## src/include/manycore_defines.svh

```systemverilog
`ifndef MANYCORE_DEFINES_SVH
`define MANYCORE_DEFINES_SVH

// datapath widths
`define MC_DATA_WIDTH    32   // eva, byte address
`define MC_ADDR_WIDTH    28   // epa, word address
`define MC_X_CORD_WIDTH  4
`define MC_Y_CORD_WIDTH  4

// mesh, one vcache bank above and one below each column
`define MC_NUM_TILES_X   4

// vcache geometry
`define MC_VCACHE_BLOCK_WORDS  8
`define MC_VCACHE_SIZE_WORDS   512
`define MC_VCACHE_SETS         64

`define MC_FIFO_DEPTH    4
`define MC_FLIT_WIDTH    18

// tile-group constants, fixed in hardware
`define MC_TG_DIM        4
`define MC_STRIPE_WORDS  8
`define MC_DMEM_BASE     16'h400  // word address of dmem[0]

// derived widths of the dram hash
`define MC_BLOCK_OFFSET_WIDTH  $clog2(`MC_VCACHE_BLOCK_WORDS)
`define MC_HASH_BANK_BITS      $clog2(2*`MC_NUM_TILES_X)
`define MC_HASH_INPUT_WIDTH    (`MC_DATA_WIDTH-3-`MC_BLOCK_OFFSET_WIDTH)
`define MC_HASH_INDEX_WIDTH    (`MC_HASH_INPUT_WIDTH-`MC_HASH_BANK_BITS)

`endif
```

## src/verilog/manycore_link_pkg.sv

```systemverilog
`include "manycore_defines.svh"

package manycore_link_pkg;

  // one flit on the narrow link
  // head: {x, y, epa[27:18]}
  // tail: epa[17:0]
  typedef logic [`MC_FLIT_WIDTH-1:0] flit_t;

  // serializer fsm
  // SER_HEAD and SER_TAIL name the flit currently on the link
  typedef enum logic [1:0] {
    SER_IDLE = 2'd0,  // link quiet, waiting on fifo
    SER_HEAD = 2'd1,  // head flit driven
    SER_TAIL = 2'd2   // tail flit driven
  } ser_state_e;

endpackage

```

## src/verilog/manycore_addr_pkg.sv

```systemverilog
`include "manycore_defines.svh"

package manycore_addr_pkg;

  // endpoint virtual address, byte granular
  typedef logic [`MC_DATA_WIDTH-1:0] eva_t;

  // endpoint physical address, word granular
  typedef logic [`MC_ADDR_WIDTH-1:0] epa_t;

  // mesh coordinates
  typedef logic [`MC_X_CORD_WIDTH-1:0] x_cord_t;
  typedef logic [`MC_Y_CORD_WIDTH-1:0] y_cord_t;

  // dram line address, eva bits 30 down to 5
  typedef logic [`MC_HASH_INPUT_WIDTH-1:0] hash_input_t;

  // bank select as {bottom_not_top, x}
  // only the low 3 bits carry information with 8 banks
  typedef logic [`MC_X_CORD_WIDTH-1:0] hash_bank_t;

  // line index inside one bank
  typedef logic [`MC_HASH_INDEX_WIDTH-1:0] hash_index_t;

endpackage

```

## src/verilog/manycore_remote_req_top.sv

```systemverilog
`timescale 1ns/1ns
`include "manycore_defines.svh"

// remote request address path
// translate, buffer, serialize
module manycore_remote_req_top (
  input  logic                       clk_i,
  input  logic                       rst_n_i,
  input  logic                       req_v_i,
  input  manycore_addr_pkg::eva_t    eva_i,
  input  manycore_addr_pkg::x_cord_t tgo_x_i,
  input  manycore_addr_pkg::y_cord_t tgo_y_i,
  input  logic                       dram_enable_i,
  output logic                       invalid_o,
  output logic                       full_o,
  output logic                       overflow_o,
  output logic                       link_v_o,
  output manycore_link_pkg::flit_t   link_flit_o
);
  import manycore_addr_pkg::*;

  // producer to fifo
  logic    npa_v;
  x_cord_t npa_x;
  y_cord_t npa_y;
  epa_t    npa_epa;

  // fifo to consumer
  logic    empty;
  logic    pop;
  x_cord_t head_x;
  y_cord_t head_y;
  epa_t    head_epa;

  manycore_eva_to_npa u_eva_to_npa (
    .clk_i         (clk_i),
    .rst_n_i       (rst_n_i),
    .req_v_i       (req_v_i),
    .eva_i         (eva_i),
    .tgo_x_i       (tgo_x_i),
    .tgo_y_i       (tgo_y_i),
    .dram_enable_i (dram_enable_i),
    .npa_v_o       (npa_v),
    .npa_x_o       (npa_x),
    .npa_y_o       (npa_y),
    .npa_epa_o     (npa_epa),
    .invalid_o     (invalid_o)
  );

  manycore_npa_fifo u_npa_fifo (
    .clk_i      (clk_i),
    .rst_n_i    (rst_n_i),
    .wr_v_i     (npa_v),
    .wr_x_i     (npa_x),
    .wr_y_i     (npa_y),
    .wr_epa_i   (npa_epa),
    .pop_i      (pop),
    .head_x_o   (head_x),
    .head_y_o   (head_y),
    .head_epa_o (head_epa),
    .empty_o    (empty),
    .full_o     (full_o),
    .overflow_o (overflow_o)
  );

  manycore_link_serializer u_link_serializer (
    .clk_i       (clk_i),
    .rst_n_i     (rst_n_i),
    .empty_i     (empty),
    .head_x_i    (head_x),
    .head_y_i    (head_y),
    .head_epa_i  (head_epa),
    .pop_o       (pop),
    .link_v_o    (link_v_o),
    .link_flit_o (link_flit_o)
  );

endmodule

```

## src/verilog/manycore_link_serializer.sv

```systemverilog
`timescale 1ns/1ns
`include "manycore_defines.svh"

// drains the fifo onto the 18 bit link, two flits per npa
// back to back packets pop straight from SER_TAIL
module manycore_link_serializer (
  input  logic                       clk_i,
  input  logic                       rst_n_i,
  input  logic                       empty_i,
  input  manycore_addr_pkg::x_cord_t head_x_i,
  input  manycore_addr_pkg::y_cord_t head_y_i,
  input  manycore_addr_pkg::epa_t    head_epa_i,
  output logic                       pop_o,
  output logic                       link_v_o,
  output manycore_link_pkg::flit_t   link_flit_o
);
  import manycore_addr_pkg::*;
  import manycore_link_pkg::*;

  localparam int tail_w_lp = `MC_FLIT_WIDTH;                  // epa bits in the tail
  localparam int head_epa_w_lp = `MC_ADDR_WIDTH - tail_w_lp;  // epa bits in the head

  ser_state_e state, state_next;

  logic [tail_w_lp-1:0] tail_q;  // low epa bits of the popped entry
  flit_t                head_flit;

  // x, y, then upper epa bits
  assign head_flit = {head_x_i, head_y_i, head_epa_i[`MC_ADDR_WIDTH-1 -: head_epa_w_lp]};

  // take a new entry when the link is free next cycle
  assign pop_o = (state == SER_IDLE || state == SER_TAIL) & ~empty_i;

  always_comb begin
    state_next = state;
    case (state)
      SER_IDLE: if (!empty_i) state_next = SER_HEAD;
      SER_HEAD: state_next = SER_TAIL;
      SER_TAIL: state_next = empty_i ? SER_IDLE : SER_HEAD;
      default:  state_next = SER_IDLE;
    endcase
  end

  always_ff @(posedge clk_i or negedge rst_n_i) begin
    if (!rst_n_i) begin
      state    <= SER_IDLE;
      link_v_o <= 1'b0;
    end else begin
      state    <= state_next;
      link_v_o <= (state_next != SER_IDLE);  // valid on head and tail
    end
  end

  // flit payload
  always_ff @(posedge clk_i) begin
    if (pop_o) begin
      link_flit_o <= head_flit;                 // head next cycle
      tail_q      <= head_epa_i[tail_w_lp-1:0];  // kept for the tail
    end else if (state == SER_HEAD) begin
      link_flit_o <= flit_t'(tail_q);
    end
  end

endmodule

```

## src/verilog/manycore_npa_fifo.sv

```systemverilog
`timescale 1ns/1ns
`include "manycore_defines.svh"

// small circular buffer between translation and the link
// head entry shows combinationally while not empty
module manycore_npa_fifo (
  input  logic                       clk_i,
  input  logic                       rst_n_i,
  input  logic                       wr_v_i,
  input  manycore_addr_pkg::x_cord_t wr_x_i,
  input  manycore_addr_pkg::y_cord_t wr_y_i,
  input  manycore_addr_pkg::epa_t    wr_epa_i,
  input  logic                       pop_i,       // only while not empty
  output manycore_addr_pkg::x_cord_t head_x_o,
  output manycore_addr_pkg::y_cord_t head_y_o,
  output manycore_addr_pkg::epa_t    head_epa_o,
  output logic                       empty_o,
  output logic                       full_o,      // level, requester holds off
  output logic                       overflow_o   // refused write
);
  import manycore_addr_pkg::*;

  localparam int depth_lp = `MC_FIFO_DEPTH;
  localparam int ptr_w_lp = $clog2(depth_lp);
  localparam int cnt_w_lp = $clog2(depth_lp+1);

  x_cord_t x_mem   [depth_lp];
  y_cord_t y_mem   [depth_lp];
  epa_t    epa_mem [depth_lp];

  logic [ptr_w_lp-1:0] wr_ptr, rd_ptr;
  logic [cnt_w_lp-1:0] count;
  logic                wr_accept;
  logic                rd_fire;

  assign full_o  = count == cnt_w_lp'(depth_lp);
  assign empty_o = count == '0;

  assign rd_fire    = pop_i & ~empty_o;
  assign wr_accept  = wr_v_i & (~full_o | rd_fire);  // pop frees a slot this cycle
  assign overflow_o = wr_v_i & ~wr_accept;           // entry dropped

  // pointers and occupancy
  always_ff @(posedge clk_i or negedge rst_n_i) begin
    if (!rst_n_i) begin
      wr_ptr <= '0;
      rd_ptr <= '0;
      count  <= '0;
    end else begin
      if (wr_accept) begin
        wr_ptr <= (wr_ptr == ptr_w_lp'(depth_lp-1)) ? '0 : wr_ptr + 1'b1;
      end
      if (rd_fire) begin
        rd_ptr <= (rd_ptr == ptr_w_lp'(depth_lp-1)) ? '0 : rd_ptr + 1'b1;
      end
      case ({wr_accept, rd_fire})
        2'b10:   count <= count + 1'b1;
        2'b01:   count <= count - 1'b1;
        default: count <= count;  // both or neither
      endcase
    end
  end

  // storage
  always_ff @(posedge clk_i) begin
    if (wr_accept) begin
      x_mem[wr_ptr]   <= wr_x_i;
      y_mem[wr_ptr]   <= wr_y_i;
      epa_mem[wr_ptr] <= wr_epa_i;
    end
  end

  assign head_x_o   = x_mem[rd_ptr];
  assign head_y_o   = y_mem[rd_ptr];
  assign head_epa_o = epa_mem[rd_ptr];

endmodule

```

## src/verilog/manycore_eva_to_npa.sv

```systemverilog
`timescale 1ns/1ns
`include "manycore_defines.svh"

// eva to npa translation for the universal regions
// dram, global, tile-group and tile-group shared
// one cycle from strobe to registered npa or invalid pulse
module manycore_eva_to_npa (
  input  logic                       clk_i,
  input  logic                       rst_n_i,
  input  logic                       req_v_i,        // single cycle strobe
  input  manycore_addr_pkg::eva_t    eva_i,          // byte address
  input  manycore_addr_pkg::x_cord_t tgo_x_i,        // tile-group origin x
  input  manycore_addr_pkg::y_cord_t tgo_y_i,        // tile-group origin y
  input  logic                       dram_enable_i,  // striped dram mode
  output logic                       npa_v_o,
  output manycore_addr_pkg::x_cord_t npa_x_o,
  output manycore_addr_pkg::y_cord_t npa_y_o,
  output manycore_addr_pkg::epa_t    npa_epa_o,
  output logic                       invalid_o
);
  import manycore_addr_pkg::*;

  localparam int offset_w_lp   = `MC_BLOCK_OFFSET_WIDTH;        // word in block
  localparam int lg_vc_size_lp = $clog2(`MC_VCACHE_SIZE_WORDS); // word in vcache
  localparam int lg_tiles_x_lp = $clog2(`MC_NUM_TILES_X);
  localparam int bank_bits_lp  = `MC_HASH_BANK_BITS;
  localparam int tg_x_w_lp     = $clog2(`MC_TG_DIM);
  localparam int tg_y_w_lp     = $clog2(`MC_TG_DIM);
  localparam int stripe_w_lp   = $clog2(`MC_STRIPE_WORDS);
  localparam int sh_addr_w_lp  = `MC_DATA_WIDTH-5-tg_y_w_lp-tg_x_w_lp-stripe_w_lp-2;
  localparam int sh_x_lsb_lp   = 2+stripe_w_lp;
  localparam int sh_y_lsb_lp   = sh_x_lsb_lp+tg_x_w_lp;
  localparam int sh_addr_lsb_lp = sh_y_lsb_lp+tg_y_w_lp;

  // region decode
  logic is_dram, is_global, is_tile_group, is_shared, is_invalid;

  assign is_dram       = eva_i[31];
  assign is_global     = eva_i[31:30] == 2'b01;
  assign is_tile_group = eva_i[31:29] == 3'b001;
  assign is_shared     = eva_i[31:27] == 5'b00001;
  assign is_invalid    = ~(is_dram | is_global | is_tile_group | is_shared);

  // dram line hash
  hash_input_t hash_in;
  hash_bank_t  hash_bank;
  hash_index_t hash_index;

  assign hash_in = eva_i[2+offset_w_lp +: `MC_HASH_INPUT_WIDTH];  // eva[30:5]

  manycore_dram_hash u_dram_hash (
    .hash_i  (hash_in),
    .bank_o  (hash_bank),
    .index_o (hash_index)
  );

  // shared address fields
  logic [sh_addr_w_lp-1:0] sh_addr;
  logic [tg_y_w_lp-1:0]    sh_y;
  logic [tg_x_w_lp-1:0]    sh_x;
  logic [stripe_w_lp-1:0]  sh_stripe;

  assign sh_stripe = eva_i[2 +: stripe_w_lp];
  assign sh_x      = eva_i[sh_x_lsb_lp +: tg_x_w_lp];
  assign sh_y      = eva_i[sh_y_lsb_lp +: tg_y_w_lp];
  assign sh_addr   = eva_i[sh_addr_lsb_lp +: sh_addr_w_lp];

  x_cord_t x_next;
  y_cord_t y_next;
  epa_t    epa_next;

  always_comb begin
    x_next   = '0;
    y_next   = '0;
    epa_next = '0;
    if (is_dram) begin
      if (dram_enable_i) begin
        // striped over all banks, bottom flag picks y max
        y_next   = hash_bank[bank_bits_lp-1] ? '1 : '0;
        x_next   = x_cord_t'(hash_bank[bank_bits_lp-2:0]);
        epa_next = epa_t'({hash_index, eva_i[2 +: offset_w_lp]});
      end else if (eva_i[30]) begin
        // host memory behind the io tile
        y_next   = y_cord_t'(1);
        x_next   = '0;
        epa_next = {1'b1, eva_i[2 +: `MC_ADDR_WIDTH-1]};
      end else begin
        // vcache as plain block memory
        y_next   = eva_i[2+lg_vc_size_lp+lg_tiles_x_lp] ? '1 : '0;
        x_next   = x_cord_t'(eva_i[2+lg_vc_size_lp +: lg_tiles_x_lp]);
        epa_next = epa_t'(eva_i[2 +: lg_vc_size_lp]);
      end
    end else if (is_global) begin
      // {01, y[29:24], x[23:18], addr[17:2]}
      y_next   = y_cord_t'(eva_i[29:24]);
      x_next   = x_cord_t'(eva_i[23:18]);
      epa_next = epa_t'(eva_i[17:2]);
    end else if (is_tile_group) begin
      // {001, y[28:24], x[23:18], addr[17:2]}, relative to origin
      y_next   = y_cord_t'(eva_i[28:24]) + tgo_y_i;
      x_next   = x_cord_t'(eva_i[23:18]) + tgo_x_i;
      epa_next = epa_t'(eva_i[17:2]);
    end else if (is_shared) begin
      y_next   = y_cord_t'(sh_y) + tgo_y_i;
      x_next   = x_cord_t'(sh_x) + tgo_x_i;
      epa_next = epa_t'({sh_addr, sh_stripe}) + epa_t'(`MC_DMEM_BASE);  // offset into dmem
    end
  end

  // strobe outputs
  always_ff @(posedge clk_i or negedge rst_n_i) begin
    if (!rst_n_i) begin
      npa_v_o   <= 1'b0;
      invalid_o <= 1'b0;
    end else begin
      npa_v_o   <= req_v_i & ~is_invalid;
      invalid_o <= req_v_i & is_invalid;  // no npa for these
    end
  end

  // npa payload, held until the next strobe
  always_ff @(posedge clk_i) begin
    if (req_v_i) begin
      npa_x_o   <= x_next;
      npa_y_o   <= y_next;
      npa_epa_o <= epa_next;
    end
  end

endmodule

```

## src/verilog/manycore_dram_hash.sv

```systemverilog
`timescale 1ns/1ns
`include "manycore_defines.svh"

// bank striping of dram lines over the vcaches
// consecutive lines walk the top row first, then the bottom row
module manycore_dram_hash (
  input  manycore_addr_pkg::hash_input_t hash_i,   // dram line address
  output manycore_addr_pkg::hash_bank_t  bank_o,   // {bottom_not_top, x}
  output manycore_addr_pkg::hash_index_t index_o   // line index within the bank
);
  import manycore_addr_pkg::*;

  localparam int bank_bits_lp  = `MC_HASH_BANK_BITS;    // 3 for 8 banks
  localparam int input_width_lp = `MC_HASH_INPUT_WIDTH;

  logic [bank_bits_lp-1:0] bank_num;  // raw bank number 0..7

  // low line bits pick the bank, power of two bank count
  assign bank_num = hash_i[bank_bits_lp-1:0];

  // upper bank bit becomes the bottom row flag
  // bit 3 of bank_o stays zero
  assign bank_o = hash_bank_t'(bank_num);

  // remaining line bits index the bank
  assign index_o = hash_index_t'(hash_i[input_width_lp-1:bank_bits_lp]);

endmodule

```

## config.mk

```make
export PLATFORM = sky130hd
export DESIGN_NAME = manycore_remote_req_top
export DESIGN_NICKNAME = d
export VERILOG_FILES = /design/src/verilog/manycore_link_pkg.sv /design/src/verilog/manycore_addr_pkg.sv /design/src/verilog/manycore_remote_req_top.sv /design/src/verilog/manycore_link_serializer.sv /design/src/verilog/manycore_npa_fifo.sv /design/src/verilog/manycore_eva_to_npa.sv /design/src/verilog/manycore_dram_hash.sv
export VERILOG_INCLUDE_DIRS = /design/src /design/src/include
export SDC_FILE = /design/constraint.sdc
export NUM_CORES = 1
export LEC_CHECK = 0
export ABC_AREA = 1
export BUFFER_PORTS_ARGS = -buffer_cell sky130_fd_sc_hd__buf_2
export CORE_MARGIN = 3
export CORE_UTILIZATION = 54
export CTS_CLUSTER_SIZE = 10
export DETAILED_ROUTE_END_ITERATION = 12
export PLACE_DENSITY = 0.82
export SETUP_SLACK_MARGIN = 0.15
export SYNTH_ARGS = -nofsm -noshare
export SYNTH_HDL_FRONTEND = slang
export SYNTH_SLANG_ARGS = --single-unit
```

## constraint.sdc

```tcl
create_clock -name clk_i -period 2.5 [get_ports clk_i]
set_input_delay 0.25 -clock clk_i [delete_from_list [all_inputs] [get_ports clk_i]]
set_output_delay 0.25 -clock clk_i [all_outputs]
set_load 0.02 [all_outputs]
```

* Word level (Yosys, flattened, before mapping) *
Memories as Yosys holds them, arrays and structs flattened.
Cells that the tools add are included.
W data, S select, Z words.

word-level totals
  register bits after elaboration = 84
  bits in latches = 0
  RAM bits = 144
  ROM bits = 0
  input bits = 44
  output and inout bits = 22
  memories kept = 3

cells by class
  add/sub/neg operators = 9
  $mul = 0
  div/mod/pow operators = 0
  $lt $le $gt $ge = 0
  equality and inequality tests = 10
  shifts and indexed selects = 0
  mux-type cells = 30
  bitwise logic cells = 14
  reductions and logical operators = 6

memory list
  name                words  bits a word  read ports  clocked after Yosys merged registers in  write ports  RTL line                 text
  u_npa_fifo.epa_mem  4      28           1           0                                        1            manycore_npa_fifo.sv:29  epa_t epa_mem [depth_lp];
  u_npa_fifo.x_mem    4      4            1           0                                        1            manycore_npa_fifo.sv:27  x_cord_t x_mem [depth_lp];
  u_npa_fifo.y_mem    4      4            1           0                                        1            manycore_npa_fifo.sv:28  y_cord_t y_mem [depth_lp];

operators with widths
  cell                      count
  $mux W28                  6
  $mux W4                   12
  $mux W18                  2
  $add A21 B11 Y22 const B  1
  $mux W2                   5
  $add A2 B4 Y4             2
  $add A4 B4 Y4             2
  $eq A2 B2 Y1 const B      4
  $and A1 B1 Y1             6
  $eq A2 B1 Y1 const B      3
  $pmux W2 S3               1
  $pmux W3 S2               1
  $reduce_bool A2 Y1        3
  $eq A5 B1 Y1 const B      1
  $add A2 B1 Y2 const B     2
  $not A1 Y1                4
  $or A1 B1 Y1              4
  $add A3 B1 Y3 const B     1
  $eq A3 B1 Y1 const B      1
  $eq A3 B3 Y1 const B      1
  $logic_not A3 Y1          1
  $mux W1                   3
  $sub A3 B1 Y3 const B     1
  $logic_not A2 Y1          1
  $logic_or A1 B1 Y1        1

* Longest topological paths before layout *
  depth in word-level cells = 8
  gate-level depth with buffers = 9
  depth with buffers taken out = 9

* Hierarchy *
Synthesis repeated with hierarchy kept, for this count alone.

second synthesis, totals
  cells, all modules = 845
  area total of the unflattened synthesis = 9987.1 µm²

modules (own cells, without submodules)
  module                    instances  cells an instance  area each (µm²)  sequential area each (µm²)
  manycore_npa_fifo         1          410                5796.8           4499.3
  manycore_eva_to_npa       1          302                2512.4           1131.1
  manycore_link_serializer  1          105                1471.4           1156.1
  manycore_dram_hash        1          28                 206.4            0.0

* Worst setup path before layout *
OpenSTA, ideal clock, no wires.

  path type = flip-flop to flip-flop
  start point = register u_npa_fifo.count[0]
  end point = memory u_npa_fifo.epa_mem[0][0] in the netlist's numbering, enable pin
  library setup time = 0.429 ns
  arrival time = 2.343 ns
  required time = 2.071 ns
  setup slack = -0.272 ns
  stages on the path, launching flop included = 7
  clock period less this slack = 2.772 ns
  cells stage by stage = dfrtp_1 -> nor2_1 -> nand2_1 -> inv_1 -> nand2_1 -> nand2_1 -> nor2_1

on the way
  elaborated cells between the ends (all ways) = 10
  classes of those cells = eq/ne: 1; mux: 2; bitwise: 6; reduce/logical: 1

RTL lines
  item                           RTL line                       text
  from (decl)                    manycore_npa_fifo.sv:32        logic [cnt_w_lp-1:0] count;
  from (signal assigned)         manycore_npa_fifo.sv:57        2'b10: count <= count + 1'b1;
  from (signal assigned)         manycore_npa_fifo.sv:58        2'b01: count <= count - 1'b1;
  from (signal assigned)         manycore_npa_fifo.sv:59        default: count <= count;
  $eq A3 B3 Y1                   manycore_npa_fifo.sv:36        assign full_o = count == cnt_w_lp'(depth_lp);
  named net full_o               manycore_remote_req_top.sv:15  output logic full_o,
  $not A1 Y1                     manycore_npa_fifo.sv:40        assign wr_accept = wr_v_i & (~full_o | rd_fire);
  $or A1 B1 Y1                   manycore_npa_fifo.sv:40
  $and A1 B1 Y1                  manycore_npa_fifo.sv:40
  $mux W1                        manycore_npa_fifo.sv:66        if (wr_accept) begin
  $mux W1 (implied by the code)  manycore_npa_fifo.sv:69        epa_mem[wr_ptr] <= wr_epa_i;
  to (decl)                      manycore_npa_fifo.sv:29

The timed path passes the listed nets, and every way through them passes these cells.

* Worst setup path in the final report *
  start point = register u_npa_fifo.count[0]
  end point = output port overflow_o

on the way
  word-level cells in the longest chain between the ends = 8
  elaborated cells between the ends (all ways) = 10
  classes of those cells = eq/ne: 1; bitwise: 8; reduce/logical: 1

RTL lines
  item               RTL line                                                 text
  $logic_not A3 Y1   manycore_npa_fifo.sv:37                                  assign empty_o = count == '0;
  $not A1 Y1         manycore_link_serializer.sv:32, manycore_npa_fifo.sv:39
  $and A1 B1 Y1      manycore_link_serializer.sv:32                           assign pop_o = (state == SER_IDLE || state == SER_TAIL) & ~empty_i;
  $and A1 B1 Y1      manycore_npa_fifo.sv:39                                  assign rd_fire = pop_i & ~empty_o;
  $or A1 B1 Y1 (*)   manycore_npa_fifo.sv:40
  $and A1 B1 Y1 (*)  manycore_npa_fifo.sv:40
  $not A1 Y1 (*)     manycore_npa_fifo.sv:41                                  assign overflow_o = wr_v_i & ~wr_accept;
  $and A1 B1 Y1 (*)  manycore_npa_fifo.sv:41
  to (decl)          manycore_remote_req_top.sv:16                            output logic overflow_o,

Mark *: on every way between the ends. The rest lies on a longest branch, timed or not.

==> impl_metrics.py <==
metrics = {
    "detailed_routing": {
        "highest_layer": "met4",
        "wl_per_cell_um": 18.4,
        "dr_total_vias": 6413,
        "routed-wl-met3_mm": 1.72,
        "route.met2.wl_mm": 10.5,
        "finalWirelength_mm": 20.6,
        "drc": 0,
        "drt_first_iter_violations": 660,
        "routed_via_density": 5.75,
        "detailedRoute.firstPassIterationCount": 5,
        "routedLengthMet1_mm": 7.96,
        "ant_nets": 0,
    },
    "critical_path": {
        "timing.critical_path.max_delay_family": "simple AND/OR/NAND/NOR gates",
        "worst_ep_arrival_time_ns": 1.58,
        "cells_on_worst_reg2reg_path": 3,
        "timing.critical_path.slowest_cell_delay_ns": 0.39,
        "worst-r2r-setup-slack_ns": 0.74,
        "critPathMaxFanout": 3,
        "timing.rr.end": "u_link_serializer.tail_q[5]",
        "critical_path.cell_chain": "nor2_1 > nand2_1 > inv_1 > nand2_1 > nor2_1 > buf_2",
        "setup.worst_path.start_class": "flop",
        "critical_path.slowest_cell": "dfrtp_1",
        "worstReg2RegStart": "u_npa_fifo.rd_ptr[0]",
        "path_class": "flop to output pin",
        "timing.critical_path.buf_inv": 2,
        "crit_required_ns": 2.25,
        "critical_path.endpoint_type": "output pin",
    },
    "yosys": {
        "dominantRegCellSynth": "edfxtp_1",
        "synth_area_sq_um": 9710,
        "synthesis.yosys.warnings": 0,
        "netlist_instances": 800,
        "synth_area_per_cell_sq_um": 12.1,
        "synth_edf_count": 216,
        "number_of_flip_flops_and_latches_in_the_synthesized_netlist": 228,
        "sequential_share_of_the_synthesized_area_pct": 69.9,
        "synthDistinctLibCells": 34,
        "ys_async_sr_fraction_pct": 5.26,
        "synthesized_netlist_net_count": 865,
    },
    "job": {
        "cap_viol_max_count": 0,
    },
    "floorplan": {
        "core_box_area_sq_um": 17400,
        "placementRows": 48,
        "die_span_y_um": 140,
        "pin_count": 66,
        "dieWidth_um": 140,
        "dieArea_sq_um": 19600,
        "initial_utilization_pct": 55.7,
    },
    "final_layout": {
        "final_layout_size_suffix_gt1_share_pct": 13.1,
        "mostFrequentLayoutCell": "edfxtp_1",
        "num_antenna_cells": 0,
        "signed_area_change_from_the_synthesized_netlist_to_the_final_layout_pct": 13.8,
        "final_cell_mix": "edfxtp_1 (216), nor2_1 (143), o21ai_0 (94)",
        "nets": 935,
    },
    "cts": {
        "max-clock-path-buffers": 3,
        "clock_sinks": 228,
        "htree_num_levels": 1,
        "cts.root.buffer_cell": "clkbuf_16",
        "clk-insertion-delay-late_ns": 0.51,
        "tritoncts.num_buffers": 27,
        "tritoncts_clock_tree": "built",
        "clk_pin_slew_ns": 0.05,
    },
    "sta": {
        "slew-limit-headroom_pct": 36.4,
        "hold_ws_ns": 0.0248,
        "finalWorstPathRequiredPeriod_ns": 1.83,
        "worstMarginPinSlew_ns": 0.954,
        "finalHoldViolations": 0,
        "clock_skew_ns": 0.0137,
        "timing.fmax_ghz": 0.548,
        "finalWorstSetupSlack_ns": 0.674,
        "maxSlewViolCount": 0,
        "final.period_utilization_pct": 73.0,
        "finalSetupViolations": 0,
        "setup_total_negative_slack_ns": 0,
        "grt_setup_unrepaired": "false",
    },
    "hold_path": {
        "hold_path.class": "primary input to flop",
        "worst_hold_path_depth": 3,
        "hold_path_startpoint": "eva_i[4]",
        "worst_hold_path.endpoint": "u_eva_to_npa.npa_epa_o[2]",
    },
    "place": {
        "pre_cts_slack_ns": 0.649,
        "gp_congestion": 0.914,
        "dp_hpwl_mm": 12.6,
        "placement.io_buffers": 63,
    },
    "global_route": {
        "grt_first_pass_wirelength_mm": 32.5,
        "grt_antenna_before_repair": 0,
        "grt_total_usage_pct": 20.8,
        "grt_start_max_net_pins": 75,
        "vias_in_the_first_global_route": 6340,
        "grt.overflow.total": 0,
    },
    "power": {
        "power.ir.vdd_worst_mv": 1.09,
        "cellLeakagePower_uw": 0.00408,
        "power_density_nw_per_um2": 1130,
    },
    "status": {
        "run_status": "completed",
    },
}
through the flow:
stage / util, % / cell area (sq um) / power (uW) / cells
detailed placement: 59.0 / 10300 / 9200 / 1065
finish: 63.4 / 11000 / 12500 / 1115
global placement: 59.0 / 10300 / 9030 / 1065
floorplan: - / 9710 / 8090 / 800
global route: 63.4 / 11000 / 13200 / 1115
CTS: 63.4 / 11000 / 12600 / 1115
layer usage:
metal | vias to the layer above | global-route usage [%]
met1 | 3053 | 27.3
met4 | 0 | 7.04
met5 | - | 0
met3 | 36 | 3.04
met2 | 306 | 36.0
li1 | 3018 | -
layout make-up:
class / instances / area (sq um)
flip-flops and latches: 228 / 6790
clock buffers: 46 / 747
clock inverters: 3 / 16.3
fillers: 1264 / 6370
repair buffers: 74 / 463
multi-input cells: 481 / 2530
well taps: 225 / 282
inverters: 58 / 218
flip-flops by register name, indices dropped and copies added, names as in the netlist, 2 cells and up:
| register | count |
|---|---|
| u_npa_fifo.count | 3 |
| u_eva_to_npa.npa_y_o | 4 |
| u_eva_to_npa.npa_epa_o | 28 |
| u_npa_fifo.rd_ptr | 2 |
| u_link_serializer.link_flit_o | 18 |
| u_npa_fifo.y_mem | 16 |
| u_link_serializer.state | 2 |
| u_npa_fifo.epa_mem | 112 |
| u_npa_fifo.x_mem | 16 |
| u_link_serializer.tail_q | 18 |
| u_eva_to_npa.npa_x_o | 4 |
| u_npa_fifo.wr_ptr | 2 |
report_power, final:
part	internal (uW)	leakage (uW)	switching (uW)
clock	2010	0.000363	1360
sequential	5420	0.00216	317
combinational	997	0.00156	2420
worst max path at each step:
stage,start,slack (ns),cells past startpoint,end
after floorplan,u_npa_fifo.count[0],-0.27,6,u_npa_fifo.epa_mem[0][0]
after global placement,u_npa_fifo.count[0],0.80,7,u_npa_fifo.y_mem[1][3]
after detailed placement,eva_i[31],0.65,6,u_eva_to_npa.npa_epa_o[16]
after CTS,u_npa_fifo.count[0],0.65,6,overflow_o
after global routing,u_npa_fifo.count[0],0.47,6,overflow_o
final,u_npa_fifo.count[0],0.67,6,overflow_o
cells in the mapped netlist, types with 3 or more instances:
cell type / n / area, sq um
o22ai_1: 25 / 156
edfxtp_1: 216 / 6490
a22oi_1: 6 / 45.0
dfrtp_1: 12 / 300
a21oi_1: 12 / 60.1
nor2_4: 3 / 33.8
ha_1: 16 / 200
inv_2: 3 / 11.3
clkbuf_1: 12 / 45.0
o221ai_1: 6 / 52.6
nor2_1: 147 / 552
fa_1: 5 / 100
xor2_1: 4 / 35.0
nand3_1: 33 / 165
inv_1: 55 / 206
xnor2_1: 3 / 26.3
buf_4: 6 / 45.0
nand2_1: 80 / 300
o211ai_1: 5 / 37.5
o21ai_0: 95 / 475
buf_2: 10 / 50.1
o21ai_1: 4 / 20.0
clkbuf_8: 3 / 41.3
nand4_1: 4 / 25.0
o2111ai_1: 4 / 35.0
a31oi_1: 18 / 113
repair_timing:
item,4_1_cts,5_1_grt
setup buffers,0,0
gates resized for setup,0,0
hold buffers,1,0
endpoints found under the hold margin,12,0
tightest hold or removal path: stages:
cell and delay (ns):
buf_2 0.08, nand2_1 0.05, inv_1 0.05
logic make-up after synthesis:
kind of cell             synth area share [%]
AND/OR/NAND/NOR                          11.7
flip-flops                               69.9
AO/OA/AOI/OAI                            10.4
buffers and inverters                    4.28
adder cells (fa/ha/maj)                  3.09
XOR/XNOR                                0.632
Power figures use the tool's default switching activity.
